`src/rtl/gcm_ctrl_pkg.sv`:
```
`default_nettype none

// ==========================================================================
// Frame control definitions
// ==========================================================================
package gcm_ctrl_pkg;

    // Frame progress
    // IDLE waits for sop, TEXT absorbs blocks, LENGTH feeds the length word,
    // DONE covers the cycle before the tag is out
    typedef enum logic [1:0] {
        FRAME_IDLE   = 2'd0,
        FRAME_TEXT   = 2'd1,
        FRAME_LENGTH = 2'd2,
        FRAME_DONE   = 2'd3
    } frame_state_t;

    // Largest text block count per frame
    localparam int MAX_TEXT_BLOCKS = 1023;

endpackage

`default_nettype wire

```
`src/rtl/gcm_types_pkg.sv`:
```
`default_nettype none

// ==========================================================================
// Widths and vector types of the GCM tag datapath
// ==========================================================================
package gcm_types_pkg;

    // Bits in one GCM block
    localparam int NB_BLOCK      = 128;
    // Each length field of the length word
    localparam int NB_LENGTH     = 64;
    // Bit length to block count
    localparam int LOG2_NB_BLOCK = 7;
    // Text block counter, up to 1023 blocks
    localparam int NB_COUNT      = 10;

    // Reduction constant, 11100001 followed by 120 zeros
    localparam logic [NB_BLOCK-1:0] GHASH_R = {8'hE1, 120'd0};

    // AAD, text, H, mask, tag and GHASH value
    typedef logic [NB_BLOCK-1:0]  gcm_block_t;
    // Bit length of AAD or text
    typedef logic [NB_LENGTH-1:0] gcm_length_t;
    // Text block count
    typedef logic [NB_COUNT-1:0]  gcm_count_t;

endpackage

`default_nettype wire

```
`src/rtl/gcm_frame_sequencer.sv`:
```
`timescale 1ns/10ps
`default_nettype none

// Frame control for the tag engine
// Orders the GHASH input as AAD, text blocks, length word
module gcm_frame_sequencer
    import gcm_types_pkg::*, gcm_ctrl_pkg::*;
(
    input  wire logic        i_clock,
    input  wire logic        i_reset,
    input  wire logic        i_sop,
    input  wire logic        i_valid_text,
    input  wire gcm_block_t  i_text,
    input  wire gcm_block_t  i_aad,
    input  wire gcm_length_t i_length_aad,
    input  wire gcm_length_t i_length_text,
    input  wire logic        i_clear_fault,
    output logic             o_frame_start,
    output logic             o_ghash_start,
    output logic             o_ghash_valid,
    output gcm_block_t       o_ghash_block,
    output logic             o_length_fed,
    output logic             o_fault
);

    frame_state_t state;
    frame_state_t state_next;
    // Text blocks still to come
    gcm_count_t   block_count;
    // Block count taken from the text length
    gcm_count_t   count_start;
    // AAD length then text length
    gcm_block_t   length_word;
    logic         accept_start;
    logic         accept_text;
    logic         fault_event;
    logic         fault_flag;

    // ==========================================================================
    // Frame state machine
    // ==========================================================================

    // Start only counts when idle
    assign accept_start = i_sop && (state == FRAME_IDLE);
    assign accept_text  = i_valid_text && (state == FRAME_TEXT);
    // Bits to blocks, wraps at the counter width
    assign count_start  = i_length_text[LOG2_NB_BLOCK +: NB_COUNT];

    always_comb
    begin
        state_next = state;
        case (state)
            FRAME_IDLE:
            begin
                // Empty text goes straight to the length word
                if (accept_start && (count_start == '0))
                    state_next = FRAME_LENGTH;
                else if (accept_start)
                    state_next = FRAME_TEXT;
            end
            FRAME_TEXT:
            begin
                // Last block sampled, length word next
                if (accept_text && (block_count == gcm_count_t'(1)))
                    state_next = FRAME_LENGTH;
            end
            FRAME_LENGTH:
                state_next = FRAME_DONE;
            default:
                state_next = FRAME_IDLE;
        endcase
    end

    always_ff @(posedge i_clock)
    begin
        if (i_reset)
            state <= FRAME_IDLE;
        else
            state <= state_next;
    end

    // Block counter
    always_ff @(posedge i_clock)
    begin
        if (i_reset)
            block_count <= '0;
        else if (accept_start)
            block_count <= count_start;
        else if (accept_text)
            block_count <= block_count - gcm_count_t'(1);
    end

    // Length word, fed long after the sop cycle
    always_ff @(posedge i_clock)
    begin
        if (accept_start)
            length_word <= {i_length_aad, i_length_text};
    end

    // ==========================================================================
    // GHASH input select
    // ==========================================================================

    // AAD in the sop cycle, text in TEXT, length word in LENGTH
    always_comb
    begin
        case (state)
            FRAME_TEXT:   o_ghash_block = i_text;
            FRAME_LENGTH: o_ghash_block = length_word;
            default:      o_ghash_block = i_aad;
        endcase
    end

    assign o_ghash_valid = accept_start || accept_text || (state == FRAME_LENGTH);
    assign o_ghash_start = accept_start;
    assign o_frame_start = accept_start;
    assign o_length_fed  = (state == FRAME_LENGTH);

    // ==========================================================================
    // Protocol fault
    // ==========================================================================

    // Start during a frame, or text outside the text phase
    assign fault_event = (i_sop && (state != FRAME_IDLE))
                      || (i_valid_text && (state != FRAME_TEXT));

    // New fault beats the clear
    always_ff @(posedge i_clock)
    begin
        if (i_reset)
            fault_flag <= 1'b0;
        else if (fault_event)
            fault_flag <= 1'b1;
        else if (i_clear_fault)
            fault_flag <= 1'b0;
    end

    assign o_fault = fault_flag;

    // Counter is never zero while text is expected
    a_count_no_underflow: assert property (
        @(posedge i_clock) disable iff (i_reset)
        (state == FRAME_TEXT) |-> (block_count != '0)
    ) else $error("Text block counter underflow");

    a_length_single: assert property (
        @(posedge i_clock) disable iff (i_reset)
        o_length_fed |=> !o_length_fed
    ) else $error("Length word fed twice");

endmodule

`default_nettype wire

```
`config.mk`:
```
export PLATFORM = sky130hd
export DESIGN_NAME = gcm_frame_sequencer
export DESIGN_NICKNAME = d
export VERILOG_FILES = /design/src/rtl/gcm_ctrl_pkg.sv /design/src/rtl/gcm_types_pkg.sv /design/src/rtl/gcm_frame_sequencer.sv
export SDC_FILE = /design/constraint.sdc
export NUM_CORES = 1
export LEC_CHECK = 0
export BUFFER_PORTS_ARGS = -buffer_cell sky130_fd_sc_hd__buf_2
export CAP_MARGIN = 30
export CORE_AREA = 5 5 202 204
export CTS_BUF_LIST = sky130_fd_sc_hd__clkbuf_8
export CTS_CLUSTER_SIZE = 12
export DETAILED_ROUTE_END_ITERATION = 12
export DIE_AREA = 0 0 207 209
export PLACE_DENSITY_LB_ADDON = 0.25
export SKIP_CTS_REPAIR_TIMING = 1
export SLEW_MARGIN = 15
export SYNTH_ARGS = -nofsm -noshare
export SYNTH_HDL_FRONTEND = slang
export SYNTH_SLANG_ARGS = --single-unit
```
`constraint.sdc`:
```
create_clock -name i_clock -period 5.4 [get_ports i_clock]
set_input_delay 0.54 -clock i_clock [delete_from_list [all_inputs] [get_ports i_clock]]
set_output_delay 0.54 -clock i_clock [all_outputs]
set_load 0.01 [all_outputs]
```
==> results.md, run 1 <==
| Metric | Value |
| --- | --- |
| Run status | completed |
| Initial DRC Count | 493 |
| Final worst path period share | 60.6% |
| Post-route antenna net violation count | 0 |
| Pin count of the biggest net entering global routing | 86 |
| Number of setup violations in the final report | 0 |
| Worst min-delay path category | in2reg |
| Total number of H-tree levels | 4 |
| Total power consumption of the routed design | 6080 uW |
| Row count | 73 |
| Net switching power figure | 2720 uW |
| Dominant combinational cell family by area after synthesis | compound AO/OA/AOI/OAI gates |
| Yosys top cell by area | edfxtp_1 |
| Root buffer cell | clkbuf_8 |
| Simple-gate portion of the synthesized area | 9.94% |
| Worst vdd ir | 0.335 mV |
| Largest incremental delay on the critical path | 840 ps |
| Global-route wire length before repair | 41300 um |
| Startpoint-to-endpoint class of the critical path | reg2out |
| Total number of clock tree sinks | 141 |
| Critical-path cell with the highest stage delay | ha_4 |
| Internal Pwr Total | 3360 uW |
| Share of total power in sequential cells | 26.7% |
| Gp weighted congestion | 0.952 |
| Clk network pwr share | 14.7% |
| Core area | 0.0391 mm2 |
| Clock buffers created by TritonCTS | 17 |
| Final period demand of the worst path | 3270 ps |
| Layout overhead on the synthesized area | 51.2% |
| Critical path's top delay family | adder cells |
| Cell types occupying the most area after synthesis | edfxtp_1 55%, a22oi_1 14%, a21oi_1 9.4% |
| Via count normalized by instance count | 4.24 |
| Worst-case headroom to the max-slew limit | 44.7% |
| Number of hold violations in the final report | 0 |
| Per-cell routed wire length | 16.7 um |
| Vias post-DR | 7182 |
| Gr ovfl total | 0 |
| Via count of the first global-routing pass | 7383 |
| RSZ-0062 raised after global routing | no |
| Buffers on Ports | 521 |
| Post-synthesis net count | 1062 |
| Sw Ratio | 44.8% |
| Layout Nets | 1549 |
| Number of ports placed on the die boundary | 522 |
| Final wirelength | 28200 um |
| Post-detail-place hpwl | 21800 um |
| Chip Height | 209 um |
| Post-Synthesis Cell Area | 0.00698 mm2 |
| TritonCTS clock tree | done |
| Share of cell area taken by muxes after synthesis | 0% |
| Xor/xnor share of the synthesized area | 0.878% |
| Leakage | 0.00446 uW |
| Synth Instances | 667 |
| Antenna cells | 0 |
| Area fraction of the dominant cell type after synthesis | 55.0% |
| Post-synth EDFFs | 128 |
| Number of library cell types mapped by synthesis | 34 |
| Clk pin slew, worst setup/hold paths | 90 ps |
| GRT Total Usage | 12.2% |
| Register bit total from synthesis | 141 |
| Synthesis Warnings | 0 |
| Top fanout value on the critical path | 76 |
| Leading cell types in the layout, fill and taps excluded | 521 x buf_2, 143 x nor2_1, 131 x a21oi_1 |
| Dominant register cell in the synthesized netlist | edfxtp_1 |
| Worst-Skew Late Latency | 460 ps |
| Power density over the cells | 576 mW/mm2 |
| Buffers plus inverters on the worst setup path | 3 |
| Commonest non-fill, non-tap cell in the layout | buf_2 |
| DRC viols | 0 |
| Data required time at the worst endpoint | 4860 ps |
| Worst-case clock skew | 8.00 ps |
| Sequential cell area fraction in the yosys report | 58.8% |
| Post-Synthesis Mean Instance Area | 10.5 um2 |
| Filler cell count in the final layout | 4277 |
| Achievable clock frequency | 306 MHz |
| Buffer depth of the longest clock path | 2 |
| Number of max-cap violations | 0 |
| Die area | 0.0433 mm2 |
| Synth Area in Compound Gates | 25.1% |
| Worst-path cell chain | inv_1 -> ha_4 -> buf_12 -> nor2_1 -> a21oi_1 -> buf_2 |
| Crit path DAT | 2730 ps |
| Max-slew violation total from the final report | 0 |
| Critical Path Sink Type | output pin |
| Initial DRT Pass Iterations | 5 |
| Floorplan die width | 207 um |
| Slew at the pin closest to its max-slew limit | 830 ps |
| Synth Area in Adders | 1.08% |
| Setup_tns | 0 ps |
| Combinational share of power | 58.6% |
| Post-synth ARST share | 0% |
| Starting utilization of the core area | 17.9% |
| Layout cells sized above 1 | 48.8% |
| CP Launch Type | flip-flop |
| Antenna violations before repair | 0 |
synth_stat cells (all sizes together) (4+ instances only):
library cell	instances
a211oi	7
nor4	4
nand3	4
nand2	5
inv	9
xor2	4
nor2	143
clkbuf	52
a22oi	128
dfxtp	13
edfxtp	128
ha	6
a21oi	131
buf	9
per-layer routing:
metal | track usage (%) | wire (um)
met3 | 3.68 | 2120
met5 | 0 | 0
met1 | 14.3 | 11500
met2 | 21.0 | 13800
met4 | 5.15 | 774
logic make-up after synthesis:
logic type | after synthesis
AO/OA/AOI/OAI | 277
adder cells (fa/ha/maj) | 6
flip-flops | 141
buffers and inverters | 71
AND/OR/NAND/NOR | 165
XOR/XNOR | 7
worst paths after layout:
check                           cells after the start  slack (ps)         startpoint                end
worst max-delay path                                6        2130           state[0]  o_ghash_block[56]
worst max register to register                      5        2700           state[0]    length_word[96]
worst min-delay path                                1         240  i_length_text[52]    length_word[52]
worst min register to register                      2         520            o_fault            o_fault
sequential cells by signal (all words and copies together) (netlist names):
signal       count
state            2
block_count     10
length_word    128
o_fault          1
power groups by stage:
stage / clock network, uW / registers (uW) / logic [uW]
after floorplan: 0 / 1630 / 2190
after detailed placement: 0 / 1650 / 3600
after CTS: 952 / 1630 / 3620
final: 894 / 1630 / 3560
after global placement: 0 / 1650 / 3620
after global routing: 992 / 1650 / 3910
layout make-up:
cell class	instances	area (um2)	share of cell area (%)
tap	525	657	6.22
multi-input combinational	455	2620	24.8
timing repair buffer	530	2740	25.9
sequential	141	4100	38.9
clock buffer	17	234	2.22
inverter	9	38.8	0.367
clock inverter	15	168	1.59
per-stage QoR:
step	area, um2	instances	hold WS, ps	worst slack (ps)	utilization [%]
global route	10600	1692	177	1900	27.0
finish	10600	1692	245	2130	27.0
CTS	10600	1692	167	2020	27.0
detailed placement	10200	1660	487	2610	26.0
floorplan	6980	667	470	1180	-
global placement	10200	1660	481	2630	26.0
Note: power is estimated with default switching activity, not from simulation.
==> run 2, diff against run 1 <==
CORE_AREA = 5 5 200 202   (was 5 5 202 204)
DIE_AREA = 0 0 205 207   (was 0 0 207 209)
clock period = 2.8 ns   (was 5.4 ns; I/O delays follow)
==> run 2 against run 1 <==
Compared with the run above: global-route usage increased by 0.50 points; sequential cell count unchanged; combinational power increased by 100%; cell count increased by 7.2%; die area decreased by 1.9%; setup slack got worse by 1900 ps; non-clock buffer count increased by 128; sequential share of layout area decreased by 4.1 points; first-iteration DRC count increased by 2.0%; count of clock-buffer cells in the layout increased by 3; critical path type unchanged.
==> results.md, run 2 (synthesis results as in run 1) <==
| Metric | Value |
| --- | --- |
| Run status | completed |
| Floorplan die width | 205 um |
| Die area | 0.0424 mm2 |
| Row count | 72 |
| Critical Path Sink Type | output pin |
| Final design area excluding fillers | 0.0118 mm2 |
| Buffers on Ports | 521 |
| Setup_tns | 0 ps |
| Leading cell types in the layout, fill and taps excluded | 521 x buf_2, 143 x nor2_1, 131 x a21oi_1 |
| GRT Total Usage | 12.7% |
| Initial DRT Pass Iterations | 5 |
| Max reg flops | 128 |
| Post-route worst setup slack | 268 ps |
| Largest regs | length_word (128), block_count (10), state (2) |
| Via count normalized by instance count | 4.23 |
| Leakage | 0.00500 uW |
| Antenna violations before repair | 4 |
| Post-detail-place hpwl | 22600 um |
| Post-route worst hold slack | 54.3 ps |
| Total number of H-tree levels | 4 |
| Critical path's top delay family | buffers and inverters |
| Total number of clock tree sinks | 141 |
| Worst min-delay path category | in2reg |
| Core area | 0.0381 mm2 |
| Vias post-DR | 7677 |
| Per-cell routed wire length | 16.2 um |
| Global-route wire length before repair | 41600 um |
| Clock buffers created by TritonCTS | 17 |
| Startpoint-to-endpoint class of the critical path | reg2out |
| DRC viols | 0 |
| Root buffer cell | clkbuf_8 |
| Via count of the first global-routing pass | 7287 |
| Top fanout value on the critical path | 64 |
| Layout Nets | 1677 |
| Filler cell count in the final layout | 4035 |
| Critical-path cell with the highest stage delay | ha_4 |
| Initial DRC Count | 503 |
| Gp weighted congestion | 0.822 |
| Worst-path cell chain | inv_2 -> ha_4 -> buf_12 -> a22oi_1 -> a21oi_1 -> buf_2 |
| Post-route antenna net violation count | 0 |
| Core occupancy in the finished layout | 31.0% |
| RSZ-0062 raised after global routing | no |
| Largest incremental delay on the critical path | 420 ps |
| Slew at the pin closest to its max-slew limit | 449 ps |
| Worst-Skew Late Latency | 470 ps |
| Starting utilization of the core area | 18.3% |
| Clk pin slew, worst setup/hold paths | 70 ps |
| Number of hold violations in the final report | 0 |
| Buffer depth of the longest clock path | 2 |
| Max-slew violation total from the final report | 0 |
| Power density over the cells | 1000 mW/mm2 |
| Achievable clock frequency | 395 MHz |
| Number of setup violations in the final report | 0 |
| Largest reg by FF count | length_word |
| Pre-CTS worst setup slack | 708 ps |
| Layout overhead on the synthesized area | 69.3% |
| Data required time at the worst endpoint | 2520 ps |
| Worst vdd ir | 0.496 mV |
| Final wirelength | 29400 um |
| Final period demand of the worst path | 2530 ps |
| Layout cells sized above 1 | 44.4% |
| Gr ovfl total | 0 |
| TritonCTS clock tree | done |
| Worst-case clock skew | 15.0 ps |
| Final worst path period share | 90.4% |
| Commonest non-fill, non-tap cell in the layout | buf_2 |
| Pin count of the biggest net entering global routing | 78 |
| Number of max-cap violations | 0 |
| Crit path DAT | 2250 ps |
| CP Launch Type | flip-flop |
| Post-Place Cell Area | 0.0102 mm2 |
| Buffers plus inverters on the worst setup path | 3 |
| Number of ports placed on the die boundary | 522 |
| Worst-case headroom to the max-slew limit | 69.8% |
| Chip Height | 207 um |
run 2: layer usage:
| layer | vias up | GRT usage, % | share of wire, % |
|---|---|---|---|
| li1 | 3781 | - | - |
| met1 | 3491 | 14.0 | 39 |
| met2 | 362 | 22.3 | 50 |
| met3 | 37 | 4.83 | 8.8 |
| met4 | 6 | 4.69 | 2.4 |
| met5 | - | 0 | 0.075 |
run 2: per-stage QoR:
stage,cells,total power [uW]
after floorplan,667,7390
after global placement,1657,10300
after detailed placement,1657,10200
after CTS,1689,11900
after global routing,1813,12700
final,1814,11800
run 2: worst paths after layout:
check,startpoint,end,slack (ps),cells after the start
max reg2reg,state[1],state[1],850,6
min reg2reg,block_count[2],block_count[2],520,2
min,i_length_text[15],length_word[15],50,1
max,state[0],o_ghash_block[20],270,6
run 2: layout make-up:
cell class	instances	area (um2)	share of cell area [%]
Antenna cell	1	2.50	0.0212
Clock buffer	20	275	2.33
Clock inverter	12	86.3	0.730
Inverter	9	37.5	0.318
Multi-Input combinational cell	455	2630	22.3
Sequential cell	141	4110	34.7
Tap cell	518	648	5.48
Timing Repair Buffer	658	4030	34.1
run 2: report_power, final:
part	leakage (uW)	switching [uW]	total, uW	internal, uW
clock network	0.000197	794	1540	750
logic	0.00348	4320	7170	2850
registers	0.00133	209	3130	2920
