File: config.mk
export PLATFORM = sky130hd
export DESIGN_NAME = gcm_tag_check
export DESIGN_NICKNAME = d
export VERILOG_FILES = /design/src/rtl/gcm_types_pkg.sv /design/src/rtl/gcm_tag_check.sv
export SDC_FILE = /design/constraint.sdc
export NUM_CORES = 1
export LEC_CHECK = 0
export ABC_AREA = 1
export BUFFER_PORTS_ARGS = -buffer_cell sky130_fd_sc_hd__buf_2
export CORE_AREA = 2 2 203 205
export DETAILED_ROUTE_END_ITERATION = 16
export DIE_AREA = 0 0 205 207
export PLACE_DENSITY = 0.7
export SLEW_MARGIN = 15
export SYNTH_ARGS = -nofsm -noshare
export SYNTH_HDL_FRONTEND = slang
export SYNTH_SLANG_ARGS = --single-unit
File: constraint.sdc
create_clock -name i_clock -period 2.8 [get_ports i_clock]
set_clock_uncertainty 0.15 [all_clocks]
set_input_delay 0.14 -clock i_clock [delete_from_list [all_inputs] [get_ports i_clock]]
set_output_delay 0.14 -clock i_clock [all_outputs]
set_load 0.02 [all_outputs]
File: src/rtl/gcm_types_pkg.sv
`default_nettype none

// ==========================================================================
// Widths and vector types of the GCM tag datapath
// ==========================================================================
package gcm_types_pkg;

    // Bits in one GCM block
    localparam int NB_BLOCK      = 128;
    // Each length field of the length word
    localparam int NB_LENGTH     = 64;
    // Bit length to block count
    localparam int LOG2_NB_BLOCK = 7;
    // Text block counter, up to 1023 blocks
    localparam int NB_COUNT      = 10;

    // Reduction constant, 11100001 followed by 120 zeros
    localparam logic [NB_BLOCK-1:0] GHASH_R = {8'hE1, 120'd0};

    // AAD, text, H, mask, tag and GHASH value
    typedef logic [NB_BLOCK-1:0]  gcm_block_t;
    // Bit length of AAD or text
    typedef logic [NB_LENGTH-1:0] gcm_length_t;
    // Text block count
    typedef logic [NB_COUNT-1:0]  gcm_count_t;

endpackage

`default_nettype wire

File: src/rtl/gcm_tag_check.sv
`timescale 1ns/10ps
`default_nettype none

// Final tag, tag-ready pulse and verify result
module gcm_tag_check
    import gcm_types_pkg::*;
(
    input  wire logic       i_clock,
    input  wire logic       i_reset,
    input  wire logic       i_frame_start,
    input  wire logic       i_length_fed,
    input  wire gcm_block_t i_ghash_value,
    input  wire gcm_block_t i_tag_mask,
    input  wire gcm_block_t i_tag,
    input  wire logic       i_verify,
    output gcm_block_t      o_tag,
    output logic            o_tag_ready,
    output logic            o_fail
);

    // Per-frame copies of E(K,J0) and the expected tag
    gcm_block_t mask_locked;
    gcm_block_t tag_locked;
    logic       verify_locked;
    // Y holds the length word from here on
    logic       length_fed_d;
    gcm_block_t tag_value;

    // ==========================================================================
    // Frame locks
    // ==========================================================================

    always_ff @(posedge i_clock)
    begin
        if (i_frame_start)
        begin
            mask_locked <= i_tag_mask;
            tag_locked  <= i_tag;
        end
    end

    always_ff @(posedge i_clock)
    begin
        if (i_reset)
            verify_locked <= 1'b0;
        else if (i_frame_start)
            verify_locked <= i_verify;
    end

    // ==========================================================================
    // Tag output
    // ==========================================================================

    assign tag_value = i_ghash_value ^ mask_locked;

    always_ff @(posedge i_clock)
    begin
        if (i_reset)
        begin
            length_fed_d <= 1'b0;
            o_tag_ready  <= 1'b0;
            o_tag        <= '0;
        end
        else
        begin
            length_fed_d <= i_length_fed;
            o_tag_ready  <= length_fed_d;
            if (length_fed_d)
                o_tag <= tag_value;
        end
    end

    // Cleared at start, updated with each new tag
    always_ff @(posedge i_clock)
    begin
        if (i_reset || i_frame_start)
            o_fail <= 1'b0;
        else if (length_fed_d)
            o_fail <= verify_locked && (tag_value != tag_locked);
    end

    a_ready_single: assert property (
        @(posedge i_clock) disable iff (i_reset)
        o_tag_ready |=> !o_tag_ready
    ) else $error("Tag ready held for two cycles");

endmodule

`default_nettype wire

==> results of run 1 <==
registers in the layout, indices dropped and copies added, names as in the netlist:
register	cells
length_fed_d	1
mask_locked	128
o_fail	1
o_tag	128
o_tag_ready	1
tag_locked	128
verify_locked	1
stage by stage:
stage	setup slack [ps]	hold WS [ps]	utilization [%]	instance area, um2	power (mW)
2_1_floorplan	1270	88.9	-	17700	7.95
3_3_place_gp	381	166	52.1	21000	8.70
3_5_place_dp	417	168	52.1	21000	8.79
4_1_cts	374	103	65.3	26400	15.1
5_1_grt	183	122	65.4	26400	15.7
6_report	349	143	65.4	26400	15.1
power by group:
part | internal [mW] | switching (mW)
Clock | 3.55 | 2.32
Sequential | 6.58 | 0.242
Combinational | 1.08 | 1.34
Total | 11.2 | 3.90
worst reg2reg max path, stage by stage (launching register included):
cell,delay (ps)
sky130_fd_sc_hd__edfxtp_1,380
sky130_fd_sc_hd__or2_1,270
sky130_fd_sc_hd__nand2_2,80
sky130_fd_sc_hd__nand2_1,60
sky130_fd_sc_hd__nand2_1,50
sky130_fd_sc_hd__nand2_1,40
sky130_fd_sc_hd__nor2_1,110
sky130_fd_sc_hd__nand2_1,90
sky130_fd_sc_hd__nor2_1,310
sky130_fd_sc_hd__nand2_1,190
sky130_fd_sc_hd__nor2_1,390
sky130_fd_sc_hd__nand2_1,100
sky130_fd_sc_hd__nand2_1,70
sky130_fd_sc_hd__a21oi_1,50
cell families after synthesis:
kind of cell,count (synthesis)
compound gates,130
xor+xnor,2
buf+inv,504
flops,388
simple gates,1130
Yosys cell counts (10+ instances only):
cell type,count
sky130_fd_sc_hd__o21ai_1,18
sky130_fd_sc_hd__nand2_1,712
sky130_fd_sc_hd__o211ai_1,50
sky130_fd_sc_hd__or2_1,15
sky130_fd_sc_hd__o21ai_0,61
sky130_fd_sc_hd__nand3_1,128
sky130_fd_sc_hd__edfxtp_1,256
sky130_fd_sc_hd__clkinv_1,10
sky130_fd_sc_hd__clkbuf_1,35
sky130_fd_sc_hd__nand3b_1,67
sky130_fd_sc_hd__nor2_1,202
sky130_fd_sc_hd__dfxtp_1,132
sky130_fd_sc_hd__inv_1,446
routing by layer:
layer	up-vias	GRT usage (%)	wire, um
li1	8541	-	-
met1	8184	29.1	21400
met2	909	49.6	30200
met3	282	6.23	4650
met4	6	18.8	4080
met5	-	0	41
final cells by class:
cell class	count	area, um2
sequential	388	10300
inverter	462	1740
clock inverter	15	176
timing repair buffer	919	6670
tap	532	666
clock buffer	64	1290
antenna	13	32.5
multi-input combinational	1262	5500
fill	2886	14000
path summary, 6_finish.rpt:
kind | start | slack (ps) | depth (start not counted) | endpoint
min | i_tag_mask[115] | 140 | 2 | mask_locked[115]
min reg2reg | o_tag[8] | 320 | 2 | o_tag[8]
max reg2reg | mask_locked[68] | 350 | 13 | o_fail
max | mask_locked[68] | 350 | 13 | o_fail
==> results by stage, run 1 <==
Worst setup path:
- The largest single stage delay on the critical path is 390 ps.
- Data on the critical path arrives at its endpoint at 2740 ps.
- The kind of end point of the critical path is a flip-flop.
- The kind of cell adding the most delay to the critical path is simple AND/OR/NAND/NOR gates.
- The setup path with the least slack is of type reg2reg.
- The most used cell along the critical path is sky130_fd_sc_hd__nand2_1.
- The number of buffers and inverters on the critical path is 0.
- The critical path required time is 3090 ps.
- The maximum fanout count along the critical path is 2.
- The signal on the critical path passes through or2_1 > nand2_2 > nand2_1 > nand2_1 > nand2_1 > nor2_1 > nand2_1 > nor2_1 > nand2_1 > nor2_1 > nand2_1 > nand2_1 > a21oi_1.
- The worst setup path is launched from a flip-flop.
- The cell with the biggest individual delay on the critical path is sky130_fd_sc_hd__nor2_1.

STA:
- Setup repair after global routing left no endpoint under its margin.
- The aggregate negative setup slack is 0 ps.
- The clock period minus worst slack is 2450 ps.
- The count of final hold-check violations came to 0.
- The number of pins with negative max-slew slack in the final report came to 0.
- Timing would allow up to 408 MHz.
- The slew at the pin closest to its max-slew limit is 932 ps.
- The setup-violating endpoint count in the final report is 0.
- Headroom to the max-slew limit came out at 37.8%.
- The ratio of final minimum period to clock period is 87.5%.

Synth:
- The average footprint of a synthesized cell is 8.23 um2.
- The synthesized design contains 256 enable-type register cells.
- The synthesized-area fraction occupied by xor and xnor cells is 0.0988%.
- By area, the combinational part of the netlist is dominated by simple AND/OR/NAND/NOR gates.
- By area the synthesized netlist is led by sky130_fd_sc_hd__edfxtp_1, sky130_fd_sc_hd__nand2_1, sky130_fd_sc_hd__dfxtp_1.
- Counting flops and latches in the post-synthesis netlist gives 388.
- The synthesis warning total is 0.
- The number of nets handed over by synthesis was 2543.
- The synthesized instance count is 2154.
- The cell area after synthesis is 17700 um2.
- Among all flip-flop cells after synthesis, the most frequent one is sky130_fd_sc_hd__edfxtp_1.
- The compound-cell area share of the yosys netlist is 4.38%.
- The synthesized netlist devotes 26.5% of its cell area to simple gates.
- For this run, the register share of the synthesized area comes to 58.3%.
- Measured against the total synthesized area, the mux share comes to 0%.
- The synthesized design devotes to its leading area cell type 43.4% of total area.
- After Yosys synthesis, full adders, half adders and majority gates account for 0% of the synthesized area.
- The number of library cell types mapped by synthesis is 21.
- Of all flip-flops after synthesis, the portion carrying an async set or reset was 0%.
- The synthesized design spends more area on one cell type than any other, namely sky130_fd_sc_hd__edfxtp_1.

Global routing:
- The first global-routing pass estimated 92.9 mm of wire.
- The initial antenna violation count was 16.
- Summed over all layers, the global routing overflow is 0.
- The via count of the first global-routing pass was 18900.
- Entering global routing, the biggest net connects 180 pins.
- The overall track demand over capacity in global routing is 27.9%.

Floorplan:
- 519 I/O pins were placed.
- The die outline area is 42400 um2.
- The floorplan has 74 rows.
- In this run the vertical extent of the chip is 207 um.
- The floorplan step set the die width to 205 um.
- The core outline area is 40400 um2.
- The effective utilization at floorplan is 43.9%.

Detailed routing:
- The count of routing violations after the opening detailed-route iteration is 1489.
- Once detail routing completed, the nets flagged for antenna violations numbered 0.
- The via count of the routed design is 17900.
- The first-pass iteration count of the detailed router is 5.
- Using the TritonRoute via totals, the vias-per-cell ratio works out to 4.90.
- The routed length per instance is 16.5 um.
- For this run, design rule violations remaining after detail routing come to 0.
- For this block, the routed nets add up to 60.4 mm of wire.

Clock tree:
- The number of buffers inserted by hold repair at cts is 388.
- The number of setup buffers added after CTS is 0.
- The later pin in the worst-skew pair is clocked with a latency of 560 ps.
- The TritonCTS sink count is 388.
- The clock passes through at most 3 buffers.
- The clock root buffer is sky130_fd_sc_hd__clkbuf_16.
- The total number of H-tree levels is 2.
- The CTS tree is yes.
- Clock-pin slew was measured on the worst setup and hold paths at 60 ps.
- The number of gates resized after cts is 0.
- The CTS buffer count is 43.

Place:
- The wire-length estimate of the detail-placed layout is 38.1 mm.
- During placement, the flow inserted port buffers numbering 518.
- The placer congestion estimate is 0.866.
- The number of cells in the design after placement is 3175.

Worst hold path:
- The class of the worst hold path is in2reg.

Power and ir drop:
- The worst-case IR drop observed on VDD is 0.000517 V.
- The total power per unit cell area is 572 nW/um2.
- The leakage component of the power is 13.9 nW.

Finish:
- The post-route netlist has 19.5% of its cells at a drive strength greater than 1.
- The relative area change from synthesis to final layout is 49.0%.
- The final standard cell count with taps included and fillers excluded is 3655.
- Leaving out fill and tap cells, the most frequent cell in the layout is sky130_fd_sc_hd__nand2_1.
- Leaving out fill and tap cells, the most frequent cells in the layout are sky130_fd_sc_hd__nand2_1, sky130_fd_sc_hd__buf_2, sky130_fd_sc_hd__inv_1.
- At the end of the flow, the number of nets in the layout was 3465.

Outcome:
- The run finished with clean final reports.

Flow run:
- The total of max-cap violations is 0.
Note: power is estimated with default switching activity, not from simulation.
==> run 2: changes to the inputs <==
- CELL_PAD_IN_SITES_DETAIL_PLACEMENT: default -> 1
- CELL_PAD_IN_SITES_GLOBAL_PLACEMENT: default -> 2
- CORE_AREA: 2 2 203 205 -> 2 2 239 241
- DIE_AREA: 0 0 205 207 -> 0 0 241 243
- PLACE_DENSITY: 0.7 -> default
- PLACE_DENSITY_LB_ADDON: default -> 0.1
==> run 2 against run 1 <==
Against the previous run: core utilization decreased by 17 points; cell area rose by 2.1%; global-route usage down 5.2 points; die area grew 38%; critical path depth fell by 7; largest power group unchanged.
==> results by stage, run 2 (synthesis results as in run 1) <==
Detailed routing:
- The detailed-route wire length is 66.6 mm (was 60.4 mm).
- The vias per cell came to 4.41 (was 4.90).
- The first-pass iteration count of the detailed router is 5 (unchanged).
- The routed wire length on met2 is 34.3 mm (was 30.2 mm).
- The detailed-routed wire length on met3 is 3.92 mm (was 4.65 mm).
- The routed length per instance is 17.0 um (was 16.5 um).
- The met1 layer wirelength in the final routing is 26.4 mm (was 21.4 mm).
- The highest routed metal layer is met5 (unchanged).
- The number of design rule violations left after detail routing is 0 (unchanged).
- The count of routing violations after the opening detailed-route iteration is 472 (was 1489).
- The number of antenna-violating nets in the routed design is 0 (unchanged).
- The via count of the routed design came to 17300 (was 17900).

Clock tree:
- The TritonCTS sink count is 388 (unchanged).
- The clock insertion delay at the later pin of the skew report is 600 ps (was 560 ps).
- The total number of H-tree levels is 2 (unchanged).
- The clock root buffer was sky130_fd_sc_hd__clkbuf_16 (unchanged).
- The register clock-pin slew on the reported worst setup and hold paths was 60 ps (about the same).
- The CTS buffer count is 48 (was 43).
- The CTS tree is yes (unchanged).
- The maximum root-to-sink buffer count is 3 (unchanged).

Worst setup path:
- The start point of the critical path was length_fed_d (was mask_locked[68]).
- The slack of the worst reg-to-reg path was 620 ps (was 350 ps).
- The depth of the worst register-to-register path came to 6 (was 13).
- The data arrival time of the worst path is 2550 ps (was 2740 ps).
- The type of the worst setup path was reg2reg (unchanged).
- The maximum fanout count along the critical path was 44 (was 2).
- The critical path required time is 3170 ps (was 3090 ps).
- The critical path startpoint category is a flip-flop (unchanged).
- The endpoint of the worst-slack reg-to-reg timing path is o_tag[65] (was o_fail).
- The kind of end point of the critical path is a flip-flop (unchanged).
- The start of the worst register-to-register path is length_fed_d (was mask_locked[68]).
- The termination of the worst setup path is o_tag[65] (was o_fail).

Global routing:
- The overall track demand over capacity in global routing came to 22.7% (was 27.9%).
- The via count of the first global-routing pass came to 19100 (was 18900).
- The initial antenna violation count is 15 (was 16).
- The pin count of the biggest net entering global routing is 136 (was 180).
- The overall overflow remaining after global route is 0 (unchanged).
- The wire length of the first global-routing pass is 102 mm (was 92.9 mm).

Finish:
- The most common library cell in the layout ignoring fill and taps is sky130_fd_sc_hd__nand2_1 (unchanged).
- Biggest regs: mask_locked (128), o_tag (128), tag_locked (128) (unchanged).
- The share of layout cells above drive strength 1 came to 19.6% (was 19.5%).
- The final standard cell count with taps included and fillers excluded was 3910 (was 3655).
- The final core utilization is 48.2% (was 65.4%).
- The fill cell total of the finished layout is 6755 (was 2886).
- The relative area change from synthesis to final layout is 52.1% (was 49.0%).
- The number of nets in the layout is 3490 (was 3465).
- Most frequent cells in the layout: sky130_fd_sc_hd__nand2_1, sky130_fd_sc_hd__buf_2, sky130_fd_sc_hd__inv_1 (unchanged).

Floorplan:
- The die outline width came to 241 um (was 205 um).
- The vertical die dimension was 243 um (was 207 um).
- The core outline area is 56000 um2 (was 40400 um2).
- The effective utilization at floorplan is 31.7% (was 43.9%).
- The die outline area is 58600 um2 (was 42400 um2).
- The number of top-level design ports is 519 (unchanged).
- The number of standard-cell rows in the floorplan was 87 (was 74).

Power and ir drop:
- The leakage component of the power is 14.0 nW (was 13.9 nW).
- The total power per unit cell area is 573 nW/um2 (was 572 nW/um2).
- The worst ir drop on vdd is 0.000460 V (was 0.000517 V).

STA:
- Unrepaired setup endpoints after global routing: false (unchanged).
- The clock period minus worst slack came to 2180 ps (was 2450 ps).
- The number of pins with negative max-slew slack in the final report was 0 (unchanged).
- The ratio of final minimum period to clock period is 77.9% (was 87.5%).
- The count of final hold-check violations is 0 (unchanged).
- The worst setup slack after layout was 619 ps (was 349 ps).
- The maximum frequency from static timing analysis is 459 MHz (was 408 MHz).
- The headroom to the max-slew limit came to 51.5% (was 37.8%).
- The setup-violating endpoint count in the final report is 0 (unchanged).
- The aggregate negative setup slack was 0 ps (unchanged).
- The slew at the pin closest to its max-slew limit is 728 ps (was 932 ps).

Flow run:
- The total of max-cap violations is 0 (unchanged).

Worst hold path:
- The number of cells traversed by the worst hold path is 4 (was 2).
- The class of the worst hold path is in2reg (unchanged).

Place:
- The number of cells in the design after placement is 3401 (was 3175).
- The number of buffers added on ports is 518 (unchanged).
- The setup slack at placement came to 775 ps (was 417 ps).
- The placed wire-length estimate after detailed placement is 47.4 mm (was 38.1 mm).
- The placer congestion estimate came to 0.799 (was 0.866).

Outcome:
- Status: completed (unchanged).
-- run 2: cell types whose count changed in the layout (fill, tap and decap cells not counted), sizes merged --
cell	delta
buf	+2
bufinv	-1
clkbuf	+4
clkinv	+6
clkinvlp	-1
dlygate4sd3	+18
inv	+3
-- run 2: repair_timing --
item                                   4_1_cts  5_1_grt
setup buffers                                0        0
hold buffers                               406        0
endpoints found under the hold margin      436        0
resized for setup                            0        0
-- run 2: worst max-delay path, cell delays in order, from the launching register on --
cell and delay (ps):
sky130_fd_sc_hd__dfxtp_4 370, sky130_fd_sc_hd__buf_4 520, sky130_fd_sc_hd__nor2_1 150, sky130_fd_sc_hd__nor2_1 140, sky130_fd_sc_hd__o21ai_0 110, sky130_fd_sc_hd__dlygate4sd3_1 600
sky130_fd_sc_hd__inv_1 60
-- run 2: worst min-delay path by stage --
stage | from | end | slack (ps)
2_1_floorplan | i_tag_mask[0] | mask_locked[0] | 90
3_3_place_gp | i_tag_mask[79] | mask_locked[79] | 170
3_5_place_dp | i_tag_mask[74] | mask_locked[74] | 170
4_1_cts | i_reset | o_tag[50] | 30
5_1_grt | i_tag[20] | tag_locked[20] | 80
6_report | i_reset | o_tag[50] | 60
-- run 2: power breakdown --
part | internal [mW] | total [mW] | leakage (nW) | switching (mW)
Sequential | 6.58 | 6.80 | 3.60 | 0.225
Combinational | 1.09 | 2.45 | 9.59 | 1.36
Clock | 3.69 | 6.19 | 0.772 | 2.50
Total | 11.4 | 15.4 | 14.0 | 4.08
-- run 2: through the flow --
stage | hold WS, ps | instance area [um2] | power [mW]
floorplan | 88.9 | 17700 | 7.95
global placement | 166 | 21300 | 8.78
detailed placement | 168 | 21300 | 8.88
CTS | 25.5 | 26900 | 15.6
global route | 79.8 | 26900 | 16.2
finish | 60.1 | 27000 | 15.4
-- run 2: cell type report --
class | count | area (um2) | area share (%)
antenna | 13 | 32.5 | 0.121
clock buffer | 68 | 1380 | 5.11
clock inverter | 22 | 185 | 0.687
inverter | 462 | 1740 | 6.44
multi-input combinational | 1262 | 5500 | 20.4
sequential | 388 | 10300 | 38.3
tap | 756 | 946 | 3.51
timing repair buffer | 939 | 6840 | 25.4
-- run 2: routing by layer --
layer	GRT usage (%)	vias up
li1	-	8593
met1	25.4	8165
met2	41.5	365
met3	5.40	119
met4	7.77	10
met5	0	-
